## config.mk

```make
export PLATFORM = sky130hd
export DESIGN_NAME = id_stage
export DESIGN_NICKNAME = d
export VERILOG_FILES = /design/src/verilog/id_pkg.sv /design/src/verilog/id_decoder.sv /design/src/verilog/id_regfile.sv /design/src/verilog/id_bypass.sv /design/src/verilog/id_branch.sv /design/src/verilog/id_stage_reg.sv /design/src/verilog/id_stage.sv
export SDC_FILE = /design/constraint.sdc
export NUM_CORES = 2
export LEC_CHECK = 0
export BUFFER_PORTS_ARGS = -buffer_cell sky130_fd_sc_hd__buf_2
export CAP_MARGIN = 20
export CORE_MARGIN = 2
export CORE_UTILIZATION = 28
export CTS_BUF_LIST = sky130_fd_sc_hd__clkbuf_4
export CTS_CLUSTER_SIZE = 10
export DETAILED_ROUTE_END_ITERATION = 6
export MAX_ROUTING_LAYER = met4
export PLACE_DENSITY = 0.44
export SLEW_MARGIN = 10
export SYNTH_ARGS = -nofsm -noshare
export SYNTH_HDL_FRONTEND = slang
export SYNTH_SLANG_ARGS = --single-unit
export TNS_END_PERCENT = 1
```

## constraint.sdc

```tcl
create_clock -name clk -period 5.89 [get_ports clk]
set_clock_uncertainty 0.15 [all_clocks]
set_input_delay 0 -clock clk [delete_from_list [all_inputs] [get_ports clk]]
set_output_delay 0 -clock clk [all_outputs]
set_load 0.005 [all_outputs]
```

## src/verilog/id_pkg.sv

```systemverilog
`default_nettype none

package id_pkg;

    parameter int XLEN     = 32;
    parameter int REG_AW   = 5;
    parameter int NUM_REGS = 32;
    parameter logic [REG_AW-1:0] RA_REG = 5'd1;   // bl links here

    // 33 kept instructions plus invalid, so 6 bits
    typedef enum logic [5:0] {
        // register forms
        OP_ADD_W, OP_SUB_W, OP_SLT, OP_SLTU, OP_NOR, OP_AND,
        OP_OR, OP_XOR, OP_SLL_W, OP_SRL_W, OP_SRA_W,
        // immediate forms
        OP_SLLI_W, OP_SRLI_W, OP_SRAI_W, OP_ADDI_W, OP_SLTI,
        OP_SLTUI, OP_ANDI, OP_ORI, OP_XORI, OP_LU12I_W, OP_PCADDU12I,
        // memory
        OP_LD_W, OP_ST_W,
        // control transfer
        OP_BEQ, OP_BNE, OP_BLT, OP_BGE, OP_BLTU, OP_BGEU,
        OP_B, OP_BL, OP_JIRL,
        OP_INVALID
    } inst_op_t;

    typedef enum logic [3:0] {
        ALU_ADD,
        ALU_SUB,
        ALU_SLT,
        ALU_SLTU,
        ALU_AND,
        ALU_NOR,
        ALU_OR,
        ALU_XOR,
        ALU_SLL,
        ALU_SRL,
        ALU_SRA,
        ALU_LUI     // passes src2 through
    } alu_op_t;

    typedef enum logic [1:0] {
        MEM_NONE,
        MEM_LOAD,
        MEM_STORE
    } mem_op_t;

endpackage

`default_nettype wire

```

## src/verilog/id_decoder.sv

```systemverilog
`timescale 1ns/10ps
`default_nettype none

module id_decoder (
    input  logic [id_pkg::XLEN-1:0]   inst,
    output id_pkg::inst_op_t          op,
    output id_pkg::alu_op_t           alu_op,
    output logic                      src1_is_pc,
    output logic                      src2_is_imm,
    output logic                      gr_we,
    output id_pkg::mem_op_t           mem_op,
    output logic [id_pkg::XLEN-1:0]   imm,
    output logic [id_pkg::XLEN-1:0]   br_offs,
    output logic [id_pkg::REG_AW-1:0] raddr1,
    output logic [id_pkg::REG_AW-1:0] raddr2,
    output logic [id_pkg::REG_AW-1:0] dest,
    output logic                      uses_rj,
    output logic                      uses_rkd
);

    logic [id_pkg::REG_AW-1:0] rd;
    logic [id_pkg::REG_AW-1:0] rj;
    logic [id_pkg::REG_AW-1:0] rk;
    logic [11:0] i12;
    logic [15:0] i16;
    logic [19:0] i20;
    logic [25:0] i26;

    assign rd  = inst[4:0];
    assign rj  = inst[9:5];
    assign rk  = inst[14:10];
    assign i12 = inst[21:10];
    assign i16 = inst[25:10];
    assign i20 = inst[24:5];
    assign i26 = {inst[9:0], inst[25:10]};   // offs[25:16] sits in the low bits

    // opcode fields 31:26, 25:22, 21:20, 19:15
    always_comb begin
        casez (inst[31:15])
            17'b000000_0000_01_00000: op = id_pkg::OP_ADD_W;
            17'b000000_0000_01_00010: op = id_pkg::OP_SUB_W;
            17'b000000_0000_01_00100: op = id_pkg::OP_SLT;
            17'b000000_0000_01_00101: op = id_pkg::OP_SLTU;
            17'b000000_0000_01_01000: op = id_pkg::OP_NOR;
            17'b000000_0000_01_01001: op = id_pkg::OP_AND;
            17'b000000_0000_01_01010: op = id_pkg::OP_OR;
            17'b000000_0000_01_01011: op = id_pkg::OP_XOR;
            17'b000000_0000_01_01110: op = id_pkg::OP_SLL_W;
            17'b000000_0000_01_01111: op = id_pkg::OP_SRL_W;
            17'b000000_0000_01_10000: op = id_pkg::OP_SRA_W;
            17'b000000_0001_00_00001: op = id_pkg::OP_SLLI_W;
            17'b000000_0001_00_01001: op = id_pkg::OP_SRLI_W;
            17'b000000_0001_00_10001: op = id_pkg::OP_SRAI_W;
            17'b000000_1000_???????:  op = id_pkg::OP_SLTI;
            17'b000000_1001_???????:  op = id_pkg::OP_SLTUI;
            17'b000000_1010_???????:  op = id_pkg::OP_ADDI_W;
            17'b000000_1101_???????:  op = id_pkg::OP_ANDI;
            17'b000000_1110_???????:  op = id_pkg::OP_ORI;
            17'b000000_1111_???????:  op = id_pkg::OP_XORI;
            17'b0001010_??????????:   op = id_pkg::OP_LU12I_W;
            17'b0001110_??????????:   op = id_pkg::OP_PCADDU12I;
            17'b001010_0010_???????:  op = id_pkg::OP_LD_W;
            17'b001010_0110_???????:  op = id_pkg::OP_ST_W;
            17'b010011_???????????:   op = id_pkg::OP_JIRL;
            17'b010100_???????????:   op = id_pkg::OP_B;
            17'b010101_???????????:   op = id_pkg::OP_BL;
            17'b010110_???????????:   op = id_pkg::OP_BEQ;
            17'b010111_???????????:   op = id_pkg::OP_BNE;
            17'b011000_???????????:   op = id_pkg::OP_BLT;
            17'b011001_???????????:   op = id_pkg::OP_BGE;
            17'b011010_???????????:   op = id_pkg::OP_BLTU;
            17'b011011_???????????:   op = id_pkg::OP_BGEU;
            default:                  op = id_pkg::OP_INVALID;
        endcase
    end

    always_comb begin
        logic is_reg;
        logic is_cond;
        is_reg  = op inside {[id_pkg::OP_ADD_W:id_pkg::OP_SRA_W]};
        is_cond = op inside {[id_pkg::OP_BEQ:id_pkg::OP_BGEU]};
        src1_is_pc  = op inside {id_pkg::OP_JIRL, id_pkg::OP_BL, id_pkg::OP_PCADDU12I};
        src2_is_imm = !(is_reg || is_cond || op inside {id_pkg::OP_B, id_pkg::OP_INVALID});
        gr_we    = !(is_cond || op inside {id_pkg::OP_ST_W, id_pkg::OP_B, id_pkg::OP_INVALID});
        uses_rj  = !(op inside {id_pkg::OP_B, id_pkg::OP_BL, id_pkg::OP_LU12I_W,
                                id_pkg::OP_PCADDU12I, id_pkg::OP_INVALID});
        uses_rkd = is_reg || is_cond || (op == id_pkg::OP_ST_W);
        raddr2   = (is_cond || op == id_pkg::OP_ST_W) ? rd : rk;
        alu_op   = id_pkg::ALU_ADD;   // addresses, links and pc-relative adds
        mem_op   = id_pkg::MEM_NONE;
        case (op)
            id_pkg::OP_SUB_W:                    alu_op = id_pkg::ALU_SUB;
            id_pkg::OP_SLT, id_pkg::OP_SLTI:     alu_op = id_pkg::ALU_SLT;
            id_pkg::OP_SLTU, id_pkg::OP_SLTUI:   alu_op = id_pkg::ALU_SLTU;
            id_pkg::OP_AND, id_pkg::OP_ANDI:     alu_op = id_pkg::ALU_AND;
            id_pkg::OP_NOR:                      alu_op = id_pkg::ALU_NOR;
            id_pkg::OP_OR, id_pkg::OP_ORI:       alu_op = id_pkg::ALU_OR;
            id_pkg::OP_XOR, id_pkg::OP_XORI:     alu_op = id_pkg::ALU_XOR;
            id_pkg::OP_SLL_W, id_pkg::OP_SLLI_W: alu_op = id_pkg::ALU_SLL;
            id_pkg::OP_SRL_W, id_pkg::OP_SRLI_W: alu_op = id_pkg::ALU_SRL;
            id_pkg::OP_SRA_W, id_pkg::OP_SRAI_W: alu_op = id_pkg::ALU_SRA;
            id_pkg::OP_LU12I_W:                  alu_op = id_pkg::ALU_LUI;
            id_pkg::OP_LD_W:                     mem_op = id_pkg::MEM_LOAD;
            id_pkg::OP_ST_W:                     mem_op = id_pkg::MEM_STORE;
            default: ;
        endcase
    end

    // shift amounts ride in the low bits of the sign-extended form
    assign imm = (op inside {id_pkg::OP_JIRL, id_pkg::OP_BL}) ? id_pkg::XLEN'(4) :
                 (op inside {id_pkg::OP_LU12I_W, id_pkg::OP_PCADDU12I}) ? {i20, 12'b0} :
                 (op inside {id_pkg::OP_ANDI, id_pkg::OP_ORI, id_pkg::OP_XORI}) ?
                     {20'b0, i12} : {{20{i12[11]}}, i12};

    assign br_offs = (op inside {id_pkg::OP_B, id_pkg::OP_BL}) ?
                     {{4{i26[25]}}, i26, 2'b0} : {{14{i16[15]}}, i16, 2'b0};

    assign raddr1 = rj;
    assign dest   = (op == id_pkg::OP_BL) ? id_pkg::RA_REG : rd;

endmodule

`default_nettype wire

```

## src/verilog/id_regfile.sv

```systemverilog
`timescale 1ns/10ps
`default_nettype none

module id_regfile (
    input  logic                      clk,
    input  logic [id_pkg::REG_AW-1:0] raddr1,
    input  logic [id_pkg::REG_AW-1:0] raddr2,
    input  logic                      we,
    input  logic [id_pkg::REG_AW-1:0] waddr,
    input  logic [id_pkg::XLEN-1:0]   wdata,
    output logic [id_pkg::XLEN-1:0]   rdata1,
    output logic [id_pkg::XLEN-1:0]   rdata2
);

    logic [id_pkg::XLEN-1:0] regs [id_pkg::NUM_REGS];

    always_ff @(posedge clk) begin
        if (we && waddr != '0) begin
            regs[waddr] <= wdata;
        end
    end

    // r0 never written, gated on read
    assign rdata1 = (raddr1 == '0) ? '0 : regs[raddr1];
    assign rdata2 = (raddr2 == '0) ? '0 : regs[raddr2];

endmodule

`default_nettype wire

```

## src/verilog/id_bypass.sv

```systemverilog
`timescale 1ns/10ps
`default_nettype none

module id_bypass (
    input  logic [id_pkg::REG_AW-1:0] raddr1,
    input  logic [id_pkg::REG_AW-1:0] raddr2,
    input  logic                      uses_rj,
    input  logic                      uses_rkd,
    input  logic [id_pkg::XLEN-1:0]   rdata1,
    input  logic [id_pkg::XLEN-1:0]   rdata2,
    input  logic                      ex_fwd_valid,
    input  logic                      ex_fwd_we,
    input  logic                      ex_fwd_is_load,
    input  logic [id_pkg::REG_AW-1:0] ex_fwd_addr,
    input  logic [id_pkg::XLEN-1:0]   ex_fwd_result,
    input  logic                      mem_fwd_valid,
    input  logic                      mem_fwd_we,
    input  logic [id_pkg::REG_AW-1:0] mem_fwd_addr,
    input  logic [id_pkg::XLEN-1:0]   mem_fwd_result,
    input  logic                      wb_valid,
    input  logic                      wb_we,
    input  logic [id_pkg::REG_AW-1:0] wb_addr,
    input  logic [id_pkg::XLEN-1:0]   wb_wdata,
    output logic [id_pkg::XLEN-1:0]   rj_value,
    output logic [id_pkg::XLEN-1:0]   rkd_value,
    output logic                      load_use
);

    logic ex_hit1, ex_hit2;
    logic ld_hit1, ld_hit2;
    logic mem_hit1, mem_hit2;
    logic wb_hit1, wb_hit2;

    function automatic logic fwd_hit(input logic                      wr,
                                     input logic [id_pkg::REG_AW-1:0] waddr,
                                     input logic [id_pkg::REG_AW-1:0] raddr);
        return wr && (waddr == raddr) && (raddr != '0);   // r0 never forwards
    endfunction

    assign ex_hit1  = fwd_hit(ex_fwd_valid & ex_fwd_we & ~ex_fwd_is_load, ex_fwd_addr, raddr1);
    assign ex_hit2  = fwd_hit(ex_fwd_valid & ex_fwd_we & ~ex_fwd_is_load, ex_fwd_addr, raddr2);
    assign ld_hit1  = fwd_hit(ex_fwd_valid & ex_fwd_we & ex_fwd_is_load, ex_fwd_addr, raddr1);
    assign ld_hit2  = fwd_hit(ex_fwd_valid & ex_fwd_we & ex_fwd_is_load, ex_fwd_addr, raddr2);
    assign mem_hit1 = fwd_hit(mem_fwd_valid & mem_fwd_we, mem_fwd_addr, raddr1);
    assign mem_hit2 = fwd_hit(mem_fwd_valid & mem_fwd_we, mem_fwd_addr, raddr2);
    assign wb_hit1  = fwd_hit(wb_valid & wb_we, wb_addr, raddr1);
    assign wb_hit2  = fwd_hit(wb_valid & wb_we, wb_addr, raddr2);

    // youngest producer wins
    assign rj_value  = ex_hit1  ? ex_fwd_result  :
                       mem_hit1 ? mem_fwd_result :
                       wb_hit1  ? wb_wdata       : rdata1;
    assign rkd_value = ex_hit2  ? ex_fwd_result  :
                       mem_hit2 ? mem_fwd_result :
                       wb_hit2  ? wb_wdata       : rdata2;

    // load data not ready until memory stage
    assign load_use = (uses_rj && ld_hit1) || (uses_rkd && ld_hit2);

endmodule

`default_nettype wire

```

## src/verilog/id_branch.sv

```systemverilog
`timescale 1ns/10ps
`default_nettype none

module id_branch (
    input  id_pkg::inst_op_t        op,
    input  logic [id_pkg::XLEN-1:0] pc,
    input  logic [id_pkg::XLEN-1:0] rj_value,
    input  logic [id_pkg::XLEN-1:0] rkd_value,
    input  logic [id_pkg::XLEN-1:0] br_offs,
    output logic                    hit,
    output logic [id_pkg::XLEN-1:0] target
);

    logic eq;
    logic lt_s;
    logic lt_u;

    assign eq   = (rj_value == rkd_value);
    assign lt_s = ($signed(rj_value) < $signed(rkd_value));
    assign lt_u = (rj_value < rkd_value);

    always_comb begin
        case (op)
            id_pkg::OP_BEQ:  hit = eq;
            id_pkg::OP_BNE:  hit = !eq;
            id_pkg::OP_BLT:  hit = lt_s;
            id_pkg::OP_BGE:  hit = !lt_s;
            id_pkg::OP_BLTU: hit = lt_u;
            id_pkg::OP_BGEU: hit = !lt_u;
            id_pkg::OP_B, id_pkg::OP_BL, id_pkg::OP_JIRL: begin
                hit = 1'b1;   // unconditional
            end
            default: hit = 1'b0;
        endcase
    end

    // jirl is register relative, the rest pc relative
    assign target = ((op == id_pkg::OP_JIRL) ? rj_value : pc) + br_offs;

endmodule

`default_nettype wire

```

## src/verilog/id_stage_reg.sv

```systemverilog
`timescale 1ns/10ps
`default_nettype none

module id_stage_reg (
    input  logic                    clk,
    input  logic                    reset,
    input  logic                    fs_valid,
    input  logic [id_pkg::XLEN-1:0] fs_pc,
    input  logic [id_pkg::XLEN-1:0] fs_inst,
    input  logic                    es_allowin,
    input  logic                    load_use,
    input  logic                    branch_hit,
    output logic                    ds_allowin,
    output logic [id_pkg::XLEN-1:0] ds_pc,
    output logic [id_pkg::XLEN-1:0] ds_inst,
    output logic                    es_valid,
    output logic                    br_taken
);

    logic ds_valid;
    logic ready_go;

    assign ready_go   = !load_use;
    assign ds_allowin = !ds_valid || (ready_go && es_allowin);
    assign es_valid   = ds_valid && ready_go;
    assign br_taken   = ds_valid && branch_hit && ready_go;

    always_ff @(posedge clk) begin
        if (reset) begin
            ds_valid <= 1'b0;
        end else if (ds_allowin) begin
            ds_valid <= fs_valid && !br_taken;   // squash the slot behind a taken branch
        end
    end

    always_ff @(posedge clk) begin
        if (fs_valid && ds_allowin) begin
            ds_pc   <= fs_pc;
            ds_inst <= fs_inst;
        end
    end

    // held instruction must not move under back-pressure or a stall
    assert property (@(posedge clk) disable iff (reset)
        ds_valid && !ds_allowin |=> $stable(ds_inst) && $stable(ds_pc));

endmodule

`default_nettype wire

```

## src/verilog/id_stage.sv

```systemverilog
`timescale 1ns/10ps
`default_nettype none

module id_stage (
    input  logic                      clk,
    input  logic                      reset,
    input  logic                      fs_valid,
    input  logic [id_pkg::XLEN-1:0]   fs_pc,
    input  logic [id_pkg::XLEN-1:0]   fs_inst,
    output logic                      ds_allowin,
    output logic                      es_valid,
    input  logic                      es_allowin,
    output id_pkg::alu_op_t           es_alu_op,
    output logic                      es_src1_is_pc,
    output logic [id_pkg::XLEN-1:0]   es_pc,
    output logic [id_pkg::XLEN-1:0]   es_rj_value,
    output logic                      es_src2_is_imm,
    output logic [id_pkg::XLEN-1:0]   es_imm,
    output logic [id_pkg::XLEN-1:0]   es_rkd_value,
    output logic                      es_gr_we,
    output logic [id_pkg::REG_AW-1:0] es_dest,
    output id_pkg::mem_op_t           es_mem_op,
    output logic                      br_taken,
    output logic [id_pkg::XLEN-1:0]   br_target,
    input  logic                      ex_fwd_valid,
    input  logic                      ex_fwd_we,
    input  logic                      ex_fwd_is_load,
    input  logic [id_pkg::REG_AW-1:0] ex_fwd_addr,
    input  logic [id_pkg::XLEN-1:0]   ex_fwd_result,
    input  logic                      mem_fwd_valid,
    input  logic                      mem_fwd_we,
    input  logic [id_pkg::REG_AW-1:0] mem_fwd_addr,
    input  logic [id_pkg::XLEN-1:0]   mem_fwd_result,
    input  logic                      wb_valid,
    input  logic                      wb_we,
    input  logic [id_pkg::REG_AW-1:0] wb_addr,
    input  logic [id_pkg::XLEN-1:0]   wb_wdata
);

    logic [id_pkg::XLEN-1:0]   ds_inst;
    id_pkg::inst_op_t          op;
    logic [id_pkg::XLEN-1:0]   br_offs;
    logic [id_pkg::REG_AW-1:0] raddr1;
    logic [id_pkg::REG_AW-1:0] raddr2;
    logic                      uses_rj;
    logic                      uses_rkd;
    logic [id_pkg::XLEN-1:0]   rdata1;
    logic [id_pkg::XLEN-1:0]   rdata2;
    logic                      load_use;
    logic                      branch_hit;

    id_stage_reg i_stage_reg (
        .clk(clk), .reset(reset),
        .fs_valid(fs_valid), .fs_pc(fs_pc), .fs_inst(fs_inst),
        .es_allowin(es_allowin), .load_use(load_use), .branch_hit(branch_hit),
        .ds_allowin(ds_allowin), .ds_pc(es_pc), .ds_inst(ds_inst),
        .es_valid(es_valid), .br_taken(br_taken)
    );

    id_decoder i_decoder (
        .inst(ds_inst), .op(op), .alu_op(es_alu_op),
        .src1_is_pc(es_src1_is_pc), .src2_is_imm(es_src2_is_imm), .gr_we(es_gr_we),
        .mem_op(es_mem_op), .imm(es_imm), .br_offs(br_offs),
        .raddr1(raddr1), .raddr2(raddr2), .dest(es_dest),
        .uses_rj(uses_rj), .uses_rkd(uses_rkd)
    );

    id_regfile i_regfile (
        .clk(clk), .raddr1(raddr1), .raddr2(raddr2),
        .we(wb_valid & wb_we), .waddr(wb_addr), .wdata(wb_wdata),
        .rdata1(rdata1), .rdata2(rdata2)
    );

    id_bypass i_bypass (
        .raddr1(raddr1), .raddr2(raddr2), .uses_rj(uses_rj), .uses_rkd(uses_rkd),
        .rdata1(rdata1), .rdata2(rdata2),
        .ex_fwd_valid(ex_fwd_valid), .ex_fwd_we(ex_fwd_we),
        .ex_fwd_is_load(ex_fwd_is_load), .ex_fwd_addr(ex_fwd_addr),
        .ex_fwd_result(ex_fwd_result),
        .mem_fwd_valid(mem_fwd_valid), .mem_fwd_we(mem_fwd_we),
        .mem_fwd_addr(mem_fwd_addr), .mem_fwd_result(mem_fwd_result),
        .wb_valid(wb_valid), .wb_we(wb_we), .wb_addr(wb_addr), .wb_wdata(wb_wdata),
        .rj_value(es_rj_value), .rkd_value(es_rkd_value), .load_use(load_use)
    );

    id_branch i_branch (
        .op(op), .pc(es_pc), .rj_value(es_rj_value), .rkd_value(es_rkd_value),
        .br_offs(br_offs), .hit(branch_hit), .target(br_target)
    );

endmodule

`default_nettype wire

```

# After elaboration in Yosys (flattened, before gate mapping)
# Memory sizes are Yosys's and may differ from the RTL's. A register that Yosys moved wholly into a read port is not among the register bits.
# Cells that the tools add are included.
# classes
n_addsub	1
magnitude_cmp	6
n_eq_ne	72
muxes	22
bitwise_logic	6
n_reduce_logical	65
# ops
op	count
$mux W32	13
$pmux W6 S33	1
$eq A17 B6 Y1 const B	11
$eq A6 B5 Y1 const B	25
$lt A32 B32 Y1	2
$eq A10 B4 Y1 const B	6
$eq A17 B8 Y1 const B	3
$pmux W4 S11	1
$eq A6 B4 Y1 const B	7
$add A32 B32 Y32	1
$eq A32 B32 Y1	1
$eq A5 B5 Y1	6
$logic_and A1 B1 Y1	27
$eq A6 B3 Y1 const B	4
$eq A10 B8 Y1 const B	2
$reduce_bool A5 Y1	4
$reduce_or A2 Y1	8
$mux W5	3
$eq A7 B4 Y1 const B	2
$eq A6 B2 Y1 const B	2
$eq A6 B6 Y1 const B	2
$logic_not A5 Y1	2
$logic_not A1 Y1	9
$reduce_bool A3 Y1	3
13 further kinds	27
# totals
regBits	65
mem_bits_rw	1024
inputBits	186
out_inout_bits	177
word_cells	176
memories	1
# memory_table
memory	words	width	read_ports	rd_ports_with_merged_regs	write_ports	line_no	source
i_regfile.regs	32	32	2	1	1	id_regfile.sv:15	logic [id_pkg::XLEN-1:0] regs [id_pkg::NUM_REGS];

# Depth between registers and ports, before layout
# depth
depth_word	19
mapped_depth	32
depth_no_buf	25

# Cells and area by module
# Synthesis repeated with hierarchy kept, for this count alone.
# unflattened
hier_cells	3697
area_unflattened_um2	57830.5
# by_module_without_submodules
mod	instances	cells_each	area_each_um2	seq_area_each_um2
id_regfile	1	2564	47929.7	30749.5
id_bypass	1	400	3131.8	0.0
id_branch	1	403	2977.9	0.0
id_stage_reg	1	74	2005.7	1941.9
id_decoder	1	255	1779.2	0.0
id_stage	1	1	6.3	0.0

# Worst setup path before layout
# OpenSTA, ideal clock, no wires.
# synth_timing
path_kind	register -> output
startpoint	reg with a tool-made name
endpoint	out br_target[28] (netlist bit)
arrival_ps	6215
required_ps	5740
setup_slack_ps	-475
stages_incl_launch_ff	28
n_path_buf	4
cell_sequence	dfxtp_1 > clkbuf_1 > buf_2 > clkbuf_1 > buf_1 > mux4_2 > mux4_2 > mux2i_1 > nor3_1 > a21oi_1 > nand2_1 > o21ai_0 > o21ai_0 > mux2_2 > ha_1 > fa_1 > a21o_1 > a21oi_1 > o21bai_1 > a211oi_1 > o31ai_1 > o21ai_0 > a31oi_1 > o21ai_0 > nand2b_1 > a21o_1 > a211oi_1 > xnor2_1
# synth_lines
element	line_no	source
end, declared	id_stage.sv:24	output logic [id_pkg::XLEN-1:0] br_target,

# Final worst setup path
# layout_timing
startpoint	reg i_stage_reg.ds_inst[25] (netlist bit)
endpoint	out br_taken
# layout_via
elab_chain_cells	17
word_cells_on_any_way	82
classes_between	order compare (6); eq/ne (41); mux (7); reduce/logical (27); memory (1)
# layout_rtl
element	line_no	source
start, declared	id_stage_reg.sv:15	output logic [id_pkg::XLEN-1:0] ds_inst,
start signal, assigned	id_stage_reg.sv:39	ds_inst <= fs_inst;
$eq A17 B8 Y1, or another cell as far along	id_decoder.sv:39	casez (inst[31:15])
$pmux W6 S33 (*)	id_decoder.sv:39	
parallel branches: the longest is 14 deep, another holds $mem_v2 Z32 W32	n/a	
$logic_and A1 B1 Y1 (*)	id_stage_reg.sv:26	assign br_taken = ds_valid && branch_hit && ready_go;
end, declared	id_stage.sv:23	output logic br_taken,
# Mark *: on every way between the ends.

==> summary.txt <==
Status
  • Status: finished, violations left
  • Failing checks: negative setup slack

Worst setup path
  • Critical path startpoint category: flip-flop
  • CP max stage delay: between 500 and 600 ps
  • Data arrival, critical path: about 7600 ps
  • Crit path launch: i_stage_reg.ds_inst[25]
  • Critical path's most frequent cell: buf_16
  • Top delay family on crit path: compound AO/OA/AOI/OAI gates
  • CP max FO: 8
  • CP endpoint kind: primary output
  • R2R Path Start: i_stage_reg.ds_inst[25]
  • Worst EP required: roughly 5700 ps
  • Setup CP Type: flip-flop to primary output
  • CP bufs+invs: 9
  • Crit-path slowest cell: or4_4

Cells and area
  • Fillers: 19.3k
  • Area grow syn2layout: 38.8%
  • Final core occ: between 30% and 40%
  • Nets: approximately 6.2k
  • Share of cells above drive strength 1: between 40% and 50%

Synth
  • Post-synthesis compound-gate area fraction: roughly 11%
  • Mux share of post-synthesis cell area: between 10% and 20%
  • Synth Area in XOR/XNOR: 0.859%
  • Mapped Area: about 0.057 sq mm
  • Ys Warns: 0
  • Seq/Total Area, Yosys: a little under three fifths
  • Largest family of logic cells by synthesized area: multiplexers
  • Synth Area per Inst: 13.1 sq um
  • Ys async rst share: 0%
  • Synth top area cells: edfxtp_1, mux4_2, nand2_1, a21oi_1, and3_1
  • Synth Area in Adders: approximately 1.4%
  • Leading area contributor after synthesis: edfxtp_1
  • Number of flops mapped to enable cells by yosys: approximately 1.1k
  • Mapped Cells: around 4.3k
  • Synth Area in Simple Gates: 11.4%
  • Netlist cell types: between 90 and 100
  • Post-synthesis register bit count: 1094
  • Share of the synthesized area in the top cell type: between 50% and 60%
  • Top FF cell, synth: edfxtp_1

Die
  • Die X-Extent: between 400 and 500 microns
  • Row cnt: about 170
  • Die height: about 460 microns
  • Die area: slightly above 0.2 sq mm
  • IO Count: ~360
  • Core ar.: slightly above 0.2 sq mm
  • Initial core utilization: between 20% and 30%

STA
  • Final hold slack: 135 ps
  • RSZ-0062 raised after global routing: true
  • Slew HR: roughly 19%
  • Final Critical Period: around 7800 ps
  • FMAX: approximately 130 MHz
  • Slew Limit Fails: 0
  • Slack of the critical path: -1860 ps
  • Hold Fails Final Rpt: 0
  • Final period util: 132%
  • Slew @ Worst Pin: around 1200 ps
  • Final setup viols: 35

Power and ir drop
  • LEAKAGE: just under 30 nW
  • Power Density: between 200 and 300 mW/mm^2
  • Peak VDD IR: 0.168 mV

CTS
  • Clk sink count: 1094
  • Clock buffer depth: 4
  • Clock Root Buffer: clkbuf_4
  • Num CTS Buffers: 312
  • Clock-pin slew on the worst setup and hold paths: about 70 ps
  • Htree depth: 5
  • CTS tree: built
  • Clk_lat worst skew: around 1400 ps

Routing
  • Routed wire per std cell: roughly 33 microns
  • DRC: 0
  • Routed Antenna Nets: 0
  • Vias: approximately 50k
  • DRT iter0 DRCs: around 5.4k
  • Vias/cell: around 5.6
  • Drt first pass iters: 5
  • Post-Route WL: between 200000 and 300000 microns

Run
  • Max cap viols: 0

Place
  • Placer Congestion: around 1
  • Final HPWL DP: between 150000 and 200000 microns
  • IO buf count: approximately 360

GRT
  • Initial antenna violation count: 33
  • Vias in the first global route: roughly 49k
  • Remaining Overflow, GRT: 0
  • Overall Global Routing Usage: around 28%
  • Pin count of the biggest net entering global routing: 55
  • First-pass GRT wire length: ~400000 microns

Worst hold path
  • Hold_sp: wb_wdata[1]
  • Hold/Removal Path Class: input pin to flip-flop
[cells in the mapped netlist, types with 18 or more instances]
cell	number
a31oi_1	86
xor2_1	18
o22ai_1	42
ha_1	61
buf_1	46
nor3_1	78
edfxtp_1	1088
a21o_1	28
and3_1	149
buf_2	102
mux4_2	320
o21a_1	27
nor4_1	34
a21oi_1	208
o21ai_0	143
a311oi_1	47
mux2_2	73
a22oi_1	26
nand3_1	109
clkbuf_1	179
nand2_1	780
or4_1	19
a211oi_1	123
mux2i_1	62
a31o_2	21
o221ai_1	28
xnor2_1	38
nand4_1	27
a221oi_1	20
nor2_1	86
[registers in the layout, indices dropped and copies added, names as in the netlist, named ones only]
signal	flops
i_regfile.regs	1024
i_stage_reg.ds_inst	32
i_stage_reg.ds_pc	32
i_stage_reg.ds_valid	1
[cells in the final DEF, fill, tap and decap left out, types with 26 or more instances in the layout]
cell type,n
a311oi_1,35
buf_2,359
mux2_2,71
buf_12,90
mux4_2,320
nor2_1,45
a21o_1,27
nor2_4,39
o21ai_1,26
buf_6,59
ha_1,51
buf_16,29
mux2i_1,60
a211oi_1,111
clkinv_1,71
buf_4,741
nand2_1,765
nor3_1,68
conb_1,32
edfxtp_1,1088
and3_1,145
xnor2_1,35
a31oi_1,74
o21ai_0,111
a21oi_1,175
dlygate4sd3_1,316
nand3_1,90
o22ai_1,38
clkbuf_4,418
nand4_1,27
a21oi_2,28
o21a_1,27
[through the flow]
step | total power, mW | setup slack (ps) | cell area [sq um] | TNS [ps] | cells
after floorplan | 11.4 | -7.18 | 57300 | -7.18 | 4379
after global placement | 14.5 | -1380 | 68300 | -10030 | 7867
after detailed placement | 14.5 | -1370 | 68400 | -9420 | 7871
after CTS | 22.3 | -1980 | 77900 | -41710 | 8802
after global routing | 23.2 | -2120 | 79300 | -37570 | 8864
final | 22.5 | -1860 | 79300 | -28620 | 8867
[cell type report]
class,count,area [sq um],share of cell area (%)
clock inverters,104,552,0.696
well taps,2672,3340,4.22
diodes,23,57.6,0.0726
inverters,17,66.3,0.0836
repair buffers,1623,14500,18.2
multi-input cells,2916,24900,31.4
flip-flops and latches,1094,32800,41.4
clock buffers,418,3140,3.96
[kinds of logic after synthesis]
kind of cell / Yosys count
AO/OA/AOI/OAI: 917
AND/OR/NAND/NOR: 1388
XOR/XNOR: 56
other: 1
adder cells (fa/ha/maj): 62
buffers and inverters: 370
flip-flops: 1094
multiplexers: 460
[worst register-to-register path, delay by kind of cell, from the launching register on]
family | cells | cell delay (ps)
flops | 1 | 410
fa+ha+maj | 1 | 180
simple gates | 10 | 1870
compound gates | 13 | 2510
xor+xnor | 1 | 140
buf+inv | 8 | 1120
[report_power, final]
group	switching (mW)	total [mW]	internal (mW)
clock network	3.48	6.99	3.51
logic	3.76	6.74	2.98
registers	0.0872	8.75	8.67
[worst paths after layout]
check / end / slack (ps) / depth (start not counted)
max: br_taken / -1860 / 33
min: i_regfile.regs[3][1] / 130 / 3
max reg2reg: i_stage_reg.ds_valid / -600 / 33
min reg2reg: i_stage_reg.ds_valid / 510 / 2
[repair_timing]
action                                  in CTS  in global routing
pin swaps                                  126                129
hold endpoints to repair                  2004                  0
endpoints found under the setup margin      57                119
buffers inserted                            74                 33
hold buffers                               318                  0
cloned                                      20                  6
gates resized for setup                    290                186
[metal layers]
| metal | global-route usage, % | routed length (microns) | vias to the layer above |
|---|---|---|---|
| met5 | - | 0 | - |
| met3 | 5.22 | 23700 | 766 |
| met2 | 45.0 | 138000 | 2967 |
| li1 | - | - | 20700 |
| met4 | 15.0 | 18300 | 0 |
| met1 | 33.8 | 113000 | 25300 |
Power figures use the tool's default switching activity.
